==> src/source/bitmap_settings.svh <==
`ifndef BITMAP_SETTINGS_SVH
`define BITMAP_SETTINGS_SVH

// width of one table word in bits.
`define BITMAP_WIDTH 32

// number of words in the table.
`define BITMAP_ELS 64

// AXI4-Lite address width; bit 9 picks the region and bit 8 the bit-op.
`define BITMAP_AXI_AW 10

`endif
==> src/source/bitmap_pkg.sv <==
`include "bitmap_settings.svh"

package bitmap_pkg;

  localparam int bitmap_idx_w_lp   = $clog2(`BITMAP_ELS);
  localparam int bitmap_off_w_lp   = $clog2(`BITMAP_WIDTH/8);
  localparam int bitmap_spare_w_lp = `BITMAP_AXI_AW - 1 - bitmap_idx_w_lp - bitmap_off_w_lp;

  typedef logic [`BITMAP_WIDTH-1:0]  bitmap_word_t;
  typedef logic [bitmap_idx_w_lp-1:0] bitmap_idx_t;

  // region 0 holds plain word writes.
  typedef struct packed
  {
    logic                         region;
    logic [bitmap_spare_w_lp-1:0] spare;
    bitmap_idx_t                  idx;
    logic [bitmap_off_w_lp-1:0]   off;
  } bitmap_plain_addr_s;

  // region 1 holds bit-op writes, op 0 sets and op 1 clears.
  typedef struct packed
  {
    logic                       region;
    logic                       op;
    bitmap_idx_t                idx;
    logic [bitmap_off_w_lp-1:0] off;
  } bitmap_bitop_addr_s;

  typedef union packed
  {
    bitmap_plain_addr_s plain;
    bitmap_bitop_addr_s bitop;
  } bitmap_addr_u;

endpackage

==> src/source/axil_pkg.sv <==
`include "bitmap_settings.svh"

package axil_pkg;

  // AXI4-Lite response codes.
  typedef enum logic [1:0]
  {
    OKAY   = 2'b00,
    EXOKAY = 2'b01,
    SLVERR = 2'b10,
    DECERR = 2'b11
  } axil_resp_t;

  // one strobe bit per data byte.
  typedef logic [`BITMAP_WIDTH/8-1:0] axil_strb_t;

endpackage

==> src/source/bitmap_top.sv <==
`timescale 1ns/1ps
`include "bitmap_settings.svh"

module bitmap_top
  import axil_pkg::*;
  import bitmap_pkg::*;
(
  input  logic         clk_i,
  input  logic         rst_n_i,

  input  logic         awvalid_i,
  output logic         awready_o,
  input  bitmap_addr_u awaddr_i,

  input  logic         wvalid_i,
  output logic         wready_o,
  input  bitmap_word_t wdata_i,
  input  axil_strb_t   wstrb_i,

  output logic         bvalid_o,
  input  logic         bready_i,
  output axil_resp_t   bresp_o,

  input  logic         arvalid_i,
  output logic         arready_o,
  input  bitmap_addr_u araddr_i,

  output logic         rvalid_o,
  input  logic         rready_i,
  output bitmap_word_t rdata_o,
  output axil_resp_t   rresp_o
);

  logic         a_v;
  bitmap_idx_t  a_addr;
  bitmap_word_t a_data;
  bitmap_word_t a_mask;

  logic         b_v;
  bitmap_idx_t  b_addr;
  bitmap_word_t b_data;

  bitmap_write_port write_port0 (
    .clk_i      (clk_i),
    .rst_n_i    (rst_n_i),
    .awvalid_i  (awvalid_i),
    .awready_o  (awready_o),
    .awaddr_i   (awaddr_i),
    .wvalid_i   (wvalid_i),
    .wready_o   (wready_o),
    .wdata_i    (wdata_i),
    .wstrb_i    (wstrb_i),
    .bvalid_o   (bvalid_o),
    .bready_i   (bready_i),
    .bresp_o    (bresp_o),
    .mem_v_o    (a_v),
    .mem_addr_o (a_addr),
    .mem_data_o (a_data),
    .mem_mask_o (a_mask)
  );

  // port A only writes and port B only reads.
  bitmap_mem_2rw #(
    .width_p (`BITMAP_WIDTH),
    .els_p   (`BITMAP_ELS)
  ) mem0 (
    .clk_i      (clk_i),
    .a_v_i      (a_v),
    .a_w_i      (1'b1),
    .a_addr_i   (a_addr),
    .a_data_i   (a_data),
    .a_w_mask_i (a_mask),
    .b_v_i      (b_v),
    .b_w_i      (1'b0),
    .b_addr_i   (b_addr),
    .b_data_i   ('0),
    .b_w_mask_i ('0),
    .a_data_o   (),
    .b_data_o   (b_data)
  );

  bitmap_read_port read_port0 (
    .clk_i      (clk_i),
    .rst_n_i    (rst_n_i),
    .arvalid_i  (arvalid_i),
    .arready_o  (arready_o),
    .araddr_i   (araddr_i),
    .rvalid_o   (rvalid_o),
    .rready_i   (rready_i),
    .rdata_o    (rdata_o),
    .rresp_o    (rresp_o),
    .mem_v_o    (b_v),
    .mem_addr_o (b_addr),
    .mem_data_i (b_data)
  );

endmodule

==> src/source/bitmap_read_port.sv <==
`timescale 1ns/1ps

module bitmap_read_port
  import axil_pkg::*;
  import bitmap_pkg::*;
(
  input  logic         clk_i,
  input  logic         rst_n_i,

  input  logic         arvalid_i,
  output logic         arready_o,
  input  bitmap_addr_u araddr_i,

  output logic         rvalid_o,
  input  logic         rready_i,
  output bitmap_word_t rdata_o,
  output axil_resp_t   rresp_o,

  output logic         mem_v_o,
  output bitmap_idx_t  mem_addr_o,
  input  bitmap_word_t mem_data_i
);

  logic         rvalid_r;
  logic         fresh_r;  // high in the first cycle of R, when the RAM word arrives.
  bitmap_word_t rdata_r;

  assign arready_o  = arvalid_i & ~rvalid_r;
  assign mem_v_o    = arready_o;
  assign mem_addr_o = araddr_i.plain.idx; // both regions read the same word.

  always_ff @(posedge clk_i)
  begin
    if (!rst_n_i)
    begin
      rvalid_r <= 1'b0;
      fresh_r  <= 1'b0;
    end
    else
    begin
      fresh_r <= arready_o;
      if (arready_o)
      begin
        rvalid_r <= 1'b1;
      end
      else if (rready_i)
      begin
        rvalid_r <= 1'b0;
      end
    end
  end

  // keep the word so R stays stable while the master stalls.
  always_ff @(posedge clk_i)
  begin
    if (fresh_r)
    begin
      rdata_r <= mem_data_i;
    end
  end

  assign rvalid_o = rvalid_r;
  assign rdata_o  = fresh_r ? mem_data_i : rdata_r;
  assign rresp_o  = OKAY;

endmodule

==> src/source/bitmap_mem_2rw.sv <==
`timescale 1ns/1ps

module bitmap_mem_2rw #(
  parameter int width_p       = 32,
  parameter int els_p         = 64,
  parameter int addr_width_lp = $clog2(els_p)
)
(
  input  logic                     clk_i,

  input  logic                     a_v_i,
  input  logic                     a_w_i,
  input  logic [addr_width_lp-1:0] a_addr_i,
  input  logic [width_p-1:0]       a_data_i,
  input  logic [width_p-1:0]       a_w_mask_i,

  input  logic                     b_v_i,
  input  logic                     b_w_i,
  input  logic [addr_width_lp-1:0] b_addr_i,
  input  logic [width_p-1:0]       b_data_i,
  input  logic [width_p-1:0]       b_w_mask_i,

  output logic [width_p-1:0]       a_data_o,
  output logic [width_p-1:0]       b_data_o
);

  logic [width_p-1:0] mem_r [els_p];

  // all accesses share one edge, so a read sees the word as it was before any write.
  always_ff @(posedge clk_i)
  begin
    if (a_v_i & ~a_w_i)
    begin
      a_data_o <= mem_r[a_addr_i];
    end
    if (b_v_i & ~b_w_i)
    begin
      b_data_o <= mem_r[b_addr_i];
    end
    if (a_v_i & a_w_i)
    begin
      mem_r[a_addr_i] <= (mem_r[a_addr_i] & ~a_w_mask_i) | (a_data_i & a_w_mask_i);
    end
    if (b_v_i & b_w_i)
    begin
      mem_r[b_addr_i] <= (mem_r[b_addr_i] & ~b_w_mask_i) | (b_data_i & b_w_mask_i);
    end
  end

endmodule

==> src/source/bitmap_write_port.sv <==
`timescale 1ns/1ps

module bitmap_write_port
  import axil_pkg::*;
  import bitmap_pkg::*;
(
  input  logic         clk_i,
  input  logic         rst_n_i,

  input  logic         awvalid_i,
  output logic         awready_o,
  input  bitmap_addr_u awaddr_i,

  input  logic         wvalid_i,
  output logic         wready_o,
  input  bitmap_word_t wdata_i,
  input  axil_strb_t   wstrb_i,

  output logic         bvalid_o,
  input  logic         bready_i,
  output axil_resp_t   bresp_o,

  output logic         mem_v_o,
  output bitmap_idx_t  mem_addr_o,
  output bitmap_word_t mem_data_o,
  output bitmap_word_t mem_mask_o
);

  logic bvalid_r;
  logic accept;

  // address and data are only taken as a pair.
  assign accept = awvalid_i & wvalid_i & ~bvalid_r;

  assign awready_o = accept;
  assign wready_o  = accept;

  always_ff @(posedge clk_i)
  begin
    if (!rst_n_i)
    begin
      bvalid_r <= 1'b0;
    end
    else if (accept)
    begin
      bvalid_r <= 1'b1; // response is due the cycle after the handshake.
    end
    else if (bready_i)
    begin
      bvalid_r <= 1'b0;
    end
  end

  assign bvalid_o = bvalid_r;
  assign bresp_o  = OKAY;

  // the RAM write happens on the same edge as the handshake.
  assign mem_v_o    = accept;
  assign mem_addr_o = awaddr_i.plain.idx;

  always_comb
  begin
    if (!awaddr_i.plain.region)
    begin
      mem_data_o = wdata_i;
      for (int i = 0; i < $bits(axil_strb_t); i++)
      begin
        mem_mask_o[8*i +: 8] = {8{wstrb_i[i]}}; // each strobe covers one byte.
      end
    end
    else
    begin
      // in a bit-op, WDATA says which bits to touch.
      mem_mask_o = wdata_i;
      if (awaddr_i.bitop.op)
      begin
        mem_data_o = '0;
      end
      else
      begin
        mem_data_o = '1;
      end
    end
  end

endmodule

==> config.mk <==
export PLATFORM = sky130hd
export DESIGN_NAME = bitmap_top
export DESIGN_NICKNAME = d
export VERILOG_FILES = /design/src/source/bitmap_pkg.sv /design/src/source/axil_pkg.sv /design/src/source/bitmap_top.sv /design/src/source/bitmap_read_port.sv /design/src/source/bitmap_mem_2rw.sv /design/src/source/bitmap_write_port.sv
export VERILOG_INCLUDE_DIRS = /design/src /design/src/source
export SDC_FILE = /design/constraint.sdc
export NUM_CORES = 2
export LEC_CHECK = 0
export BUFFER_PORTS_ARGS = -buffer_cell sky130_fd_sc_hd__buf_4
export CAP_MARGIN = 10
export CORE_MARGIN = 4
export CORE_UTILIZATION = 35
export CTS_CLUSTER_DIAMETER = 60
export DETAILED_ROUTE_END_ITERATION = 12
export GPL_ROUTABILITY_DRIVEN = 0
export MAX_ROUTING_LAYER = met4
export PLACE_DENSITY = 0.56
export SLEW_MARGIN = 10
export SYNTH_ARGS = -nofsm -noshare
export SYNTH_HDL_FRONTEND = slang
export SYNTH_SLANG_ARGS = --single-unit
export TNS_END_PERCENT = 1
==> constraint.sdc <==
create_clock -name clk_i -period 8.59 [get_ports clk_i]
set_clock_uncertainty 0.05 [all_clocks]
set_input_delay 1.718 -clock clk_i [delete_from_list [all_inputs] [get_ports clk_i]]
set_output_delay 1.718 -clock clk_i [all_outputs]
set_load 0.05 [all_outputs]
==> results_dict.tcl <==
set metrics [dict create \
    tightest_slew_ns 1.39 \
    yosys-top-cells-area "edfxtp_1 (65%), mux4_2 (16%), a221oi_1 (6.5%)" \
    drc 0 \
    coreArea_um2 271000 \
    cts-resized-gates 0 \
    initialDrtViolationCount 10600 \
    synthesis.area_um2 95500 \
    routed_via_density 7.02 \
    synthTopCellsByCount "edfxtp_1 (2080), a221oi_1 (709), mux4_2 (664), clkbuf_1 (317), o22ai_1 (152)" \
    arrival_ns 6.43 \
    p_clk_share_pct 39.9 \
    grt_max_degree 118 \
    dp_hpwl_mm 209 \
    dp_cells 8672 \
    max_stage_delay_ns 0.90 \
    rsz0062_at_grt "no" \
    clockBufferDepth 3 \
    hold_path.class "register to register" \
    start_util_pct 35.2 \
    clk_pin_slew_ns 0.06 \
    fin_crit_sh_pct 68.0 \
    cts_buffers 219 \
    async_reset_ff_share_pct 0 \
    worst-setup-path-type "input pin to register" \
    via_count 64000 \
    synth_top_area_share_pct 65.4 \
    hold_viol_final 0 \
    worstPathCellList "buf_6, and2_4, buf_4, a221oi_1, o22ai_1, a22oi_1, nand4_1, a2111oi_0, a211oi_4, buf_4" \
    hold_buffers 0 \
    finalMaxSlewViolations 0 \
    p_int_uw 17900 \
    nNetsFinal 5387 \
    synth_edf_count 2080 \
    drtPass1Iterations 6 \
    peakVddDrop_mv 0.214 \
    die_h_um 530 \
    met2_usage_pct 39.6 \
    fill_cells 23900 \
    antenna_found_initial 27 \
    dieArea_um2 281000 \
    clock_sinks 2115 \
    path_max_fanout 64 \
    use_met3_pct 7.96 \
    area_growth_pct 14.1 \
    post_cts_buffers 0 \
    cp_common_cell "buf_4" \
    tns_ns 0 \
    fin_crit_ns 5.84 \
    grt_pass1_vias 61900 \
    setup_viol 0 \
    track_usage_pct 27.2 \
    pwr-share-comb_pct 10.7 \
    switching_share_pct 24.8 \
    overflow 0 \
    die_x_um 530 \
    synth_top_area_cell "edfxtp_1" \
    ys.flop_type "edfxtp_1" \
    io_buffers 93 \
    cts_tree "yes" \
    rows 191 \
    crit_path_start_kind "input pin" \
    grt.busiest_layer "met2" \
    path_delay_family "compound AO/OA/AOI/OAI gates" \
    yosysWarnings 0 \
    maxCapViolations 0 \
    ys_ff_latch 2115 \
    synth.avg_cell_area_um2 18.0 \
    max_freq_mhz 171 \
    required_ns 9.18 \
    cts_root_buf "clkbuf_16" \
    critPathBufInv 3 \
    worst_path_max_delay_cell "a211oi_4" \
    ys_seq_area_share_pct 66.2 \
    drtAntennaViolNets 0 \
    end_kind "register" \
    netlist_instances 5297 \
    drive_above_1_share_pct 29.2 \
    wl_mm 381 \
    io_pins 104 \
    leakage_uw 0.0328 \
    avgRoutedWirePerCell_um 41.8 \
    p_sw_uw 5900 \
    seqPwrFrac_pct 49.4 \
    outcome "finished clean" \
    clock_latency_ns 0.89 \
    grt.met1_usage_pct 34.8 \
    ys_types 52 \
    max_slew_margin_pct 7.39 \
    grt_pass1_wl_mm 518 \
    instances_no_fill 9114 \
    powerDensity_nw_per_um2 218 \
    yosysMostFrequentCell "edfxtp_1" \
    h-tree-depth 4 \
]
placed cells by master, fill, tap and decap left out, types with 19 or more instances in the layout:
master        n
mux4_2      664
o21ai_0     118
buf_12       41
buf_4       290
or2_2        51
a2111oi_0    28
clkbuf_1     50
nand2_1      92
a22o_1       57
clkbuf_16   222
clkinv_2     42
mux2i_1      88
dfxtp_1      34
o22a_1       19
a211oi_4     32
a22oi_1      92
a221oi_1    709
nor2_4       67
nor2_1       70
mux2_2      119
bufinv_16    21
clkinv_1     46
diode_2      34
edfxtp_1   2080
o22ai_1     152
a32oi_1      63
o2bb2ai_1    24
a21oi_1      63
metal layers:
layer / vias to the layer above / part of all wire (%) / wire (um)
li1: 23600 / - / -
met1: 33700 / 36 / 139000
met2: 5502 / 45 / 170000
met3: 1194 / 13 / 50900
met4: 0 / 5.7 / 21700
met5: - / 0 / 0
power by group through the flow:
stage | logic [uW] | clock network (uW) | registers (uW)
after floorplan | 1470 | 0 | 12000
after global placement | 2460 | 0 | 12000
after detailed placement | 2490 | 0 | 12000
after CTS | 2490 | 9570 | 11800
after global routing | 2630 | 10000 | 11800
final | 2550 | 9490 | 11800
state kept, by name, indices dropped and copies added, names as in the netlist:
signal	flops
mem0.mem_r	2048
mem0.b_data_o	32
read_port0.rdata_r	32
read_port0.fresh_r	1
read_port0.rvalid_o	1
write_port0.bvalid_o	1
logic make-up after synthesis:
group           share of synthesized area (%)
compound gates                           11.7
mux                                      18.0
other cells                           0.00393
buf+inv                                  2.41
simple gates                             1.73
flops                                    66.2
worst reg2reg max path, delay by kind of cell (launching register included):
family / cells / cell delay, ns
AND/OR/NAND/NOR: 1 / 0.51
AO/OA/AOI/OAI: 5 / 1.96
buffers and inverters: 1 / 0.35
flip-flops: 1 / 0.39
multiplexers: 1 / 0.28
area by class of cell:
class                      count  area [um^2]  share of cell area (%)
timing repair buffer         339         3110                    2.86
tap                         3570         4470                    4.10
multi-input combinational   2647        31000                    28.5
clock buffer                 272         5740                    5.27
sequential                  2115        63200                    58.0
clock inverter               135         1320                    1.21
inverter                       2         22.5                  0.0207
antenna                       34         85.1                  0.0781
path summary, 6_finish.rpt:
check / startpoint / end / slack [ns] / depth (start not counted)
worst max-delay path: awaddr_i[2] / mem0.mem_r[9][6] / 2.75 / 10
worst min register to register: read_port0.rdata_r[3] / read_port0.rdata_r[3] / 0.42 / 1
worst max register to register: mem0.mem_r[13][11] / mem0.mem_r[4][11] / 4.67 / 8
worst min-delay path: read_port0.rdata_r[3] / read_port0.rdata_r[3] / 0.42 / 1
per-stage QoR:
| stage | instance area [um^2] | util [%] | hold WS (ns) | total power, uW | setup slack, ns |
|---|---|---|---|---|---|
| 5_1_grt | 109000 | 40.1 | 0.439 | 24400 | 2.63 |
| 3_5_place_dp | 102000 | 37.5 | 0.413 | 14500 | 1.96 |
| 2_1_floorplan | 95500 | - | 0.627 | 13500 | 1.85 |
| 4_1_cts | 109000 | 40.1 | 0.429 | 23800 | 2.88 |
| 6_report | 109000 | 40.2 | 0.424 | 23800 | 2.75 |
| 3_3_place_gp | 102000 | 37.5 | 0.410 | 14400 | 2.04 |
(Power assumes the default switching activity.)
